### config.mk
export PLATFORM = sky130hd
export DESIGN_NAME = cd_link_top
export DESIGN_NICKNAME = d
export VERILOG_FILES = /design/src/logic/cd_link_pkg.sv /design/src/logic/cd_link_top.sv /design/src/logic/cd_data_streamer.sv /design/src/logic/cd_host_tx.sv /design/src/logic/cd_host_rx.sv
export VERILOG_INCLUDE_DIRS = /design/src /design/src/include
export SDC_FILE = /design/constraint.sdc
export NUM_CORES = 1
export LEC_CHECK = 0
export BUFFER_PORTS_ARGS = -buffer_cell sky130_fd_sc_hd__buf_2
export CORE_AREA = 2 2 178 180
export DETAILED_ROUTE_END_ITERATION = 10
export DIE_AREA = 0 0 180 182
export PLACE_DENSITY = 0.57
export SETUP_SLACK_MARGIN = 0.15
export SLEW_MARGIN = 10
export SYNTH_ARGS = -nofsm -noshare
export SYNTH_HDL_FRONTEND = slang
export SYNTH_SLANG_ARGS = --single-unit
### constraint.sdc
create_clock -name clk_sys -period 1.8 [get_ports clk_sys]
set_input_delay 0.36 -clock clk_sys [delete_from_list [all_inputs] [get_ports clk_sys]]
set_output_delay 0.36 -clock clk_sys [all_outputs]
set_load 0.05 [all_outputs]
### src/include/cd_link_macros.svh
// CD-ROM host link constants
// Mailbox word widths, field positions and the type codes carried
// in the outbound mailbox word

`ifndef CD_LINK_MACROS_SVH
`define CD_LINK_MACROS_SVH

//////////////////////////////////////////////////////////////////////
// Widths
//////////////////////////////////////////////////////////////////////

// Both mailbox directions use the same word size
`define CD_MSG_W      113
`define CD_TYPE_W     16
`define CD_CMD_W      96
`define CD_DOUT_W     80
`define CD_LEN_W      15

//////////////////////////////////////////////////////////////////////
// Field positions
//////////////////////////////////////////////////////////////////////

// Fast seek flag inside the command type code
`define CD_SEEK_BIT   15
// Data-mode bit of the download header word
`define CD_HDR_DM_BIT 15

//////////////////////////////////////////////////////////////////////
// Outbound type codes
//////////////////////////////////////////////////////////////////////

`define CD_TYPE_CMD   16'h0000
`define CD_TYPE_DOUT  16'h0001
`define CD_TYPE_END   16'h0002
`define CD_TYPE_RESET 16'h00FF

`endif
### src/logic/cd_link_pkg.sv
// CD-ROM host link types
// Mailbox word layouts in both directions, the status pair, the
// byte write to the core and the host download word

`include "cd_link_macros.svh"

package cd_link_pkg;

	// Message byte over status byte
	typedef struct packed {
		logic [7:0] msg;
		logic [7:0] stat;
	} cd_status_t;

	// Host to core mailbox word
	typedef struct packed {
		logic                  toggle;
		// Upper bits not used by this link
		logic [`CD_MSG_W-20:0] spare;
		logic                  region;
		// Set for a data-out request, clear for a status
		logic                  dout_flag;
		cd_status_t            status;
	} cd_host_word_t;

	// Core to host mailbox word
	typedef struct packed {
		logic                   toggle;
		logic [`CD_TYPE_W-1:0]  code;
		logic [`CD_CMD_W-1:0]   payload;
	} cd_core_word_t;

	// One sector byte to the core
	typedef struct packed {
		logic [7:0] data;
		logic       wr;
		logic       dm;
	} cd_byte_t;

	// Host download word with its write strobe
	typedef struct packed {
		logic        wr;
		logic [15:0] data;
	} ioctl_t;

endpackage

### src/logic/cd_link_top.sv
// CD-ROM host link top
// Inbound mailbox decoder, outbound mailbox and sector data
// streamer side by side on clk_sys

`timescale 1ns/1ps

`include "cd_link_macros.svh"

module cd_link_top (
	input  logic                       clk_sys,
	input  logic                       reset,

	// Host mailbox words
	input  cd_link_pkg::cd_host_word_t host_word,
	output cd_link_pkg::cd_core_word_t core_word,

	// Core requests
	input  logic                       comm_send,
	input  logic [`CD_CMD_W-1:0]       comm,
	input  logic                       dout_send,
	input  logic [`CD_DOUT_W-1:0]      dout,
	input  logic                       data_end,
	input  logic                       reset_req,
	input  logic                       fast_seek,

	// Sector download
	input  logic                       dl_active,
	input  cd_link_pkg::ioctl_t        dl,

	// Core side results
	output cd_link_pkg::cd_status_t    status,
	output logic                       stat_get,
	output logic                       dout_req,
	output logic                       region,
	output cd_link_pkg::cd_byte_t      cd_data
);

	// Host to core status path
	cd_host_rx host_rx (
		.clk_sys   (clk_sys),
		.reset     (reset),
		.host_word (host_word),
		.status    (status),
		.stat_get  (stat_get),
		.dout_req  (dout_req),
		.region    (region)
	);

	// Core to host event path
	cd_host_tx host_tx (
		.clk_sys   (clk_sys),
		.reset     (reset),
		.comm_send (comm_send),
		.comm      (comm),
		.dout_send (dout_send),
		.dout      (dout),
		.data_end  (data_end),
		.reset_req (reset_req),
		.fast_seek (fast_seek),
		.core_word (core_word)
	);

	// Sector bytes into the core
	cd_data_streamer data_streamer (
		.clk_sys   (clk_sys),
		.reset     (reset),
		.dl_active (dl_active),
		.dl        (dl),
		.cd_data   (cd_data)
	);

endmodule

### src/logic/cd_data_streamer.sv
// CD sector data streamer
// Reads the download header (data mode and word count), then splits
// each later 16-bit word into two byte writes to the core, low byte
// first, each marked by a one-cycle strobe

`timescale 1ns/1ps

`include "cd_link_macros.svh"

module cd_data_streamer (
	input  logic                   clk_sys,
	input  logic                   reset,
	input  logic                   dl_active,
	input  cd_link_pkg::ioctl_t    dl,
	output cd_link_pkg::cd_byte_t  cd_data
);

	logic                 dl_active_q;
	logic                 dl_start;
	logic                 hdr_seen;
	logic                 mode;
	logic [`CD_LEN_W-1:0] len;
	// Counts bytes sent, upper bits give the word count
	logic [`CD_LEN_W:0]   byte_cnt;
	logic [15:0]          word_q;
	logic                 busy;
	logic                 byte_sel;
	logic                 wr_q;
	logic                 hdr_wr;
	logic                 take;

	//////////////////////////////////////////////////////////////////////
	// Download decode
	//////////////////////////////////////////////////////////////////////

	assign dl_start = dl_active & ~dl_active_q;
	assign hdr_wr   = dl.wr & dl_active & ~dl_start & ~hdr_seen;

	// No back-pressure, a word during a running sequence is lost
	assign take = dl.wr & dl_active & ~dl_start & hdr_seen & ~busy &
		(byte_cnt[`CD_LEN_W:1] < len);

	always_ff @(posedge clk_sys) begin
		if (reset) begin
			dl_active_q <= 1'b0;
			hdr_seen    <= 1'b0;
			mode        <= 1'b0;
			len         <= '0;
			byte_cnt    <= '0;
			busy        <= 1'b0;
			byte_sel    <= 1'b0;
			wr_q        <= 1'b0;
		end else begin
			dl_active_q <= dl_active;

			if (dl_start) begin
				hdr_seen <= 1'b0;
				len      <= '0;
				byte_cnt <= '0;
			end else if (hdr_wr) begin
				mode     <= dl.data[`CD_HDR_DM_BIT];
				len      <= dl.data[`CD_LEN_W-1:0];
				byte_cnt <= '0;
				hdr_seen <= 1'b1;
			end

			if (take) begin
				busy     <= 1'b1;
				byte_sel <= 1'b0;
			end

			// Strobe high one cycle, then low while the next byte is set up
			if (busy) begin
				if (!wr_q) begin
					wr_q <= 1'b1;
				end else begin
					wr_q     <= 1'b0;
					byte_sel <= ~byte_sel;
					byte_cnt <= byte_cnt + 1'b1;
					if (byte_sel) begin
						busy <= 1'b0;
					end
				end
			end
		end
	end

	// Accepted data word
	always_ff @(posedge clk_sys) begin
		if (take) begin
			word_q <= dl.data;
		end
	end

	//////////////////////////////////////////////////////////////////////
	// Byte out
	//////////////////////////////////////////////////////////////////////

	always_comb begin
		cd_data.data = byte_sel ? word_q[15:8] : word_q[7:0];
		cd_data.wr   = wr_q;
		cd_data.dm   = mode;
	end

endmodule

### src/logic/cd_host_tx.sv
// CD core to host mailbox
// Turns rising edges of the four core requests into a new outbound
// mailbox word and flips its toggle so the host sees a fresh event.
// Command, data-out, data end and reset are served in that order

`timescale 1ns/1ps

`include "cd_link_macros.svh"

module cd_host_tx (
	input  logic                       clk_sys,
	input  logic                       reset,
	input  logic                       comm_send,
	input  logic [`CD_CMD_W-1:0]       comm,
	input  logic                       dout_send,
	input  logic [`CD_DOUT_W-1:0]      dout,
	input  logic                       data_end,
	input  logic                       reset_req,
	input  logic                       fast_seek,
	output cd_link_pkg::cd_core_word_t core_word
);

	import cd_link_pkg::*;

	// Registered copies for edge detect
	logic comm_q;
	logic dout_q;
	logic end_q;
	logic rst_q;

	logic comm_rise;
	logic dout_rise;
	logic end_rise;
	logic rst_rise;

	logic          send;
	cd_core_word_t word_next;

	assign comm_rise = comm_send & ~comm_q;
	assign dout_rise = dout_send & ~dout_q;
	assign end_rise  = data_end & ~end_q;
	assign rst_rise  = reset_req & ~rst_q;

	//////////////////////////////////////////////////////////////////////
	// Next word
	//////////////////////////////////////////////////////////////////////

	// Only the highest priority edge goes out, others are dropped
	always_comb begin
		word_next        = core_word;
		word_next.toggle = ~core_word.toggle;
		send             = 1'b1;
		if (comm_rise) begin
			word_next.code               = `CD_TYPE_CMD;
			word_next.code[`CD_SEEK_BIT] = fast_seek;
			word_next.payload            = comm;
		end else if (dout_rise) begin
			// Top of the payload keeps its old contents
			word_next.code                       = `CD_TYPE_DOUT;
			word_next.payload[`CD_DOUT_W-1:0]    = dout;
		end else if (end_rise) begin
			word_next.code = `CD_TYPE_END;
		end else if (rst_rise) begin
			word_next.code = `CD_TYPE_RESET;
		end else begin
			send = 1'b0;
		end
	end

	//////////////////////////////////////////////////////////////////////
	// Registers
	//////////////////////////////////////////////////////////////////////

	always_ff @(posedge clk_sys) begin
		if (reset) begin
			comm_q    <= 1'b0;
			dout_q    <= 1'b0;
			end_q     <= 1'b0;
			rst_q     <= 1'b0;
			core_word <= '0;
		end else begin
			comm_q <= comm_send;
			dout_q <= dout_send;
			end_q  <= data_end;
			rst_q  <= reset_req;
			if (send) begin
				core_word <= word_next;
			end
		end
	end

endmodule

### src/logic/cd_host_rx.sv
// CD host mailbox decoder
// Watches the toggle bit of the inbound mailbox word and, on each
// change, latches status and region and pulses one strobe

`timescale 1ns/1ps

`include "cd_link_macros.svh"

module cd_host_rx (
	input  logic                      clk_sys,
	input  logic                      reset,
	input  cd_link_pkg::cd_host_word_t host_word,
	output cd_link_pkg::cd_status_t   status,
	output logic                      stat_get,
	output logic                      dout_req,
	output logic                      region
);

	// Last toggle value seen from the host
	logic toggle_seen;
	logic new_msg;

	//////////////////////////////////////////////////////////////////////
	// Message detect
	//////////////////////////////////////////////////////////////////////

	// Any change of the toggle marks a fresh word
	assign new_msg = (host_word.toggle != toggle_seen);

	always_ff @(posedge clk_sys) begin
		// Strobes last one cycle only
		stat_get <= 1'b0;
		dout_req <= 1'b0;
		if (reset) begin
			toggle_seen <= 1'b1;
			region      <= 1'b0;
		end else if (new_msg) begin
			toggle_seen <= host_word.toggle;
			region      <= host_word.region;
			// Same layout for both, the flag picks the strobe
			stat_get    <= ~host_word.dout_flag;
			dout_req    <= host_word.dout_flag;
		end
	end

	//////////////////////////////////////////////////////////////////////
	// Status bytes
	//////////////////////////////////////////////////////////////////////

	// Held until the next message from the host
	always_ff @(posedge clk_sys) begin
		if (!reset && new_msg) begin
			status <= host_word.status;
		end
	end

endmodule

# Word level (Yosys, flattened, before mapping)
# Cells that the tools add are included.
[totals]
ff_bits = 190
latch_bits = 0
mem_bits_rw = 0
rom_bits = 0
in_bits = 314
output_inout_bits = 142
elab_cells = 82
n_memories = 0
[classes]
n_addsub = 1
multipliers = 0
n_div = 0
n_lt_le_gt_ge = 1
n_eq_ne = 1
n_shift = 0
n_mux = 23
bitwise = 23
reduce_logical = 10
[op_table]
columns = ["op", "count"]
rows = [
  ["$mux W80", 2],
  ["$mux W16", 8],
  ["$add A16 B1 Y16 const B", 1],
  ["$lt A15 B15 Y1", 1],
  ["$mux W1", 12],
  ["$not A1 Y1", 12],
  ["$and A1 B1 Y1", 11],
  ["$mux W8", 1],
  ["$reduce_and A2 Y1", 4],
  ["$reduce_bool A4 Y1", 1],
  ["$reduce_or A2 Y1", 2],
  ["$reduce_bool A2 Y1", 1],
  ["$logic_and A1 B1 Y1", 1],
  ["$logic_not A1 Y1", 1],
  ["$ne A1 B1 Y1", 1],
]

# Logic depth before layout (Yosys ltp)
[logic_depth]
word_depth = 11
ltp_mapped = 7
mapped_depth_nobuf = 7

# By module
# From an unflattened synthesis, not the netlist that was laid out.
[hier_totals]
hier_cells = 671
hier_area_um2 = 7822.5
[modules_own_cells]
columns = ["module", "n_inst", "cells_each", "area_each_um2", "seq_area_each_um2"]
rows = [
  ["cd_host_tx", 1, 384, 4737.0, 2102.0],
  ["cd_data_streamer", 1, 259, 2458.6, 1221.2],
  ["cd_host_rx", 1, 28, 626.9, 560.5],
]

# Worst setup path before layout
# No wires, ideal clock.
[synth_timing]
path_kind = "register to register"
startpoint = "reg data_streamer.byte_cnt[3]"
endpoint = "reg data_streamer.word_q[0], enable pin"
setup_ns = 0.364
arrival_time_ns = 1.501
required_time_ns = 1.436
slack_ns = -0.064
path_stages_with_launch = 7
n_path_buf = 0
synth_period_minus_slack_ns = 1.864
cell_sequence = "dfxtp_1 > ha_1 > a21oi_1 > o21ai_0 > a21oi_1 > o21ai_0 > inv_1"
[synth_via]
elab_chain_len = 2
[synth_rtl]
columns = ["element", "line_no", "text"]
rows = [
  ["start, declared", "cd_data_streamer.sv:24", "logic [`CD_LEN_W:0] byte_cnt;"],
  ["start signal, assigned", "cd_data_streamer.sv:79", "byte_cnt <= byte_cnt + 1'b1;"],
  ["$lt A15 B15 Y1", "cd_data_streamer.sv:41", "(byte_cnt[`CD_LEN_W:1] < len);"],
  ["$and A1 B1 Y1", "cd_data_streamer.sv:40", "assign take = dl.wr & dl_active & ~dl_start & hdr_seen & ~busy &"],
  ["net data_streamer.take", "cd_data_streamer.sv:30", "logic take;"],
  ["end signal, assigned", "cd_data_streamer.sv:91", "word_q <= dl.data;"],
  ["end, declared", "cd_data_streamer.sv:25", "logic [15:0] word_q;"],
]
# The timed path passes the listed nets, and every way through them passes these cells.
# A chain may end at the register's enable or synchronous reset.

# Final worst setup path
[layout_timing]
startpoint = "reg data_streamer.byte_cnt[13]"
endpoint = "reg data_streamer.word_q[5], enable pin"
# Same word-level chain as after synthesis.

==> results.toml <==
[synth]
netlist_area_um2 = 7420
synth_top_area_cell = "dfxtp_1"
synth-seq-area-share_pct = 52.4
synth_edf_count = 32
synth-seq-cells = 178
yosysWarningCount = 0
yosysUniqueCellTypes = 44
yosysTopAreaCellShare_pct = 39.4
synthFlopType = "dfxtp_1"
netlist_instances = 849
syn_avg_cell_area_um2 = 8.74
async_reset_ff_share_pct = 0
synthTopCellsByArea = "dfxtp_1 (39%), edfxtp_1 (13%), nand2_1 (12%)"

[global_routing]
grt_pass1_vias = 6972
grt_pass1_wl_mm = 37.5
grt_max_degree = 56
antenna_found_initial = 0
overflow = 0
grt_usage_pct = 14.4

[routing]
viasPerCell = 4.45
vias = 7194
drc = 0
firstDrtPassIters = 4
postRouteAntennaNets = 0
drt_iter0_drc = 255
wl_per_cell_um = 14.8
wirelength_mm = 23.9

[cells_and_area]
final_cells = 1615
finish.instance_area_um2 = 10700
final_cell_mix = "buf_2 (339), nand2_1 (239), dfxtp_1 (129), nor2_1 (104), a311oi_1 (82)"
area_delta_synth_final_pct = 44.4
fin_util_pct = 34.6
drive_above_1_share_pct = 39.7
nets = 1529
final_common_cell = "buf_2"
num_antenna_cells = 0

[worst_setup_path]
crit_path_max_fanout = 6
critPathKind = "reg2reg"
critical_path_arrival_ns = 2.00
required_ns = 1.95
critPathLaunchType = "flip-flop"
endpoint_kind = "flip-flop"

[floorplanning]
initial_utilization_pct = 23.9
die_w_um = 180
core_um2 = 31000
die_area_um2 = 32800
io_pins = 456
die_y_um = 182
rows = 65

[clock_network]
numClockSinks = 178
cts_tree = "built"
htree_levels = 4
clk_pin_slew_ns = 0.07
clk-insertion-delay-late_ns = 0.43
cts.path.max_buffers = 2
root_buffer = "clkbuf_16"
cts_buffers = 17

[timing]
fmax_mhz = 543
rsz0062_at_grt = "yes"
period_share_pct = 102
skew_ns = 0.0145
setup_viol = 16
period_needed_ns = 1.84
whs_ns = 0.105
final_max_slew_viol_count = 0
setup_slack_ns = -0.0414
hold_violations = 0
setup_tns_ns = -0.582

[place]
hpwl_mm = 17.5
port_buffers = 354
placedCellCount = 1571
place_area_um2 = 9770
globalplace.congestion = 0.791

[power]
p_leak_nw = 4.85
ir_drop_v = 0.000530
cellPowerDensity_nw_per_um2 = 944

[outcome]
violations = "setup timing"
status = "finished with violations"

[min_path]
holdCritPathClass = "in2reg"

[run]
cap_viol_max_count = 0
## power breakdown
group | total (mW) | internal (mW) | switching, mW
combinational | 2.02 | 0.580 | 1.44
clock | 3.69 | 1.86 | 1.84
sequential | 4.39 | 4.28 | 0.111
## cell usage after synthesis, types with 2 or more instances
library cell,count
nand2_1,240
a22oi_1,2
ha_1,15
and2_1,3
nand2b_1,5
nor2b_1,9
o21ai_0,10
nor2_1,105
edfxtp_1,32
nand4_1,2
nor3_1,5
a21oi_1,45
dfxtp_1,146
inv_1,19
a211oi_1,3
mux2_2,9
o31ai_1,3
buf_2,15
clkbuf_1,40
nand3_1,7
and4_1,5
xor2_1,5
buf_1,5
a311oi_1,82
o211ai_1,2
buf_4,14
xnor2_1,4
## metrics by stage
stage          total power, mW  worst slack (ns)
2_1_floorplan             5.84             0.156
3_3_place_gp              6.51            0.0227
3_5_place_dp              6.53           0.00152
4_1_cts                   10.3           0.00873
5_1_grt                   10.6            -0.101
6_report                  10.1           -0.0414
## sequential cells by signal, indices dropped and copies added (netlist names)
register,count
data_streamer.busy,1
data_streamer.byte_cnt,16
data_streamer.byte_sel,1
data_streamer.dl_active_q,1
data_streamer.hdr_seen,1
data_streamer.len,15
data_streamer.mode,1
data_streamer.word_q,16
data_streamer.wr_q,1
host_rx.dout_req,1
host_rx.region,1
host_rx.stat_get,1
host_rx.status,16
host_rx.toggle_seen,1
host_tx.comm_q,1
host_tx.core_word,101
host_tx.dout_q,1
host_tx.end_q,1
host_tx.rst_q,1
## worst max-delay path, stage by stage, from the launching register on
cell and delay [ns]:
dfxtp_4 0.36, ha_4 0.25, a211oi_4 0.20, o211ai_1 0.16
a21oi_1 0.18, o21ai_2 0.09, inv_2 0.11, buf_6 0.11
buf_12 0.10
## final cells by class
cell class	instances	area [µm²]
repair buffers	400	2380
inverters	19	71.3
flip-flops and latches	178	3910
fillers	3268	20300
clock buffers	17	425
well taps	402	503
clock inverters	15	158
multi-input cells	584	3260
## kinds of logic (layout without fill, tap and decap cells)
| logic type | count (synthesis) | in the layout | synth area share [%] |
|---|---|---|---|
| flops | 178 | 178 | 52.4 |
| compound gates | 151 | 151 | 14.9 |
| buf+inv | 93 | 451 | 5.67 |
| other cells | 1 | 7 | 0.0506 |
| xor+xnor | 9 | 9 | 1.06 |
| fa+ha+maj | 15 | 15 | 2.53 |
| mux | 11 | 11 | 1.65 |
| simple gates | 391 | 391 | 21.8 |
## per-layer routing
layer	vias up	wire (µm)	GRT usage (%)
li1	3601	-	-
met1	3309	9880	17.3
met2	265	11800	24.6
met3	19	1850	4.77
met4	0	288	3.87
met5	-	0	0
## timing repair
item	CTS	global route
resized for setup	60	20
pin swaps	4	3
setup buffers	8	3
cloned	1	0
hold buffers	0	0
endpoints found under the setup margin	25	45
## path summary, 6_finish.rpt
check,start,end,slack [ns],depth (start not counted)
setup reg to reg,data_streamer.byte_cnt[13],data_streamer.word_q[5],-0.04,8
setup / recovery,data_streamer.byte_cnt[13],data_streamer.word_q[5],-0.04,8
hold reg to reg,host_tx.core_word[89],host_tx.core_word[89],0.45,2
hold / removal,host_word[15],host_rx.status[15],0.11,1
Note: power is estimated with default switching activity, not from simulation.
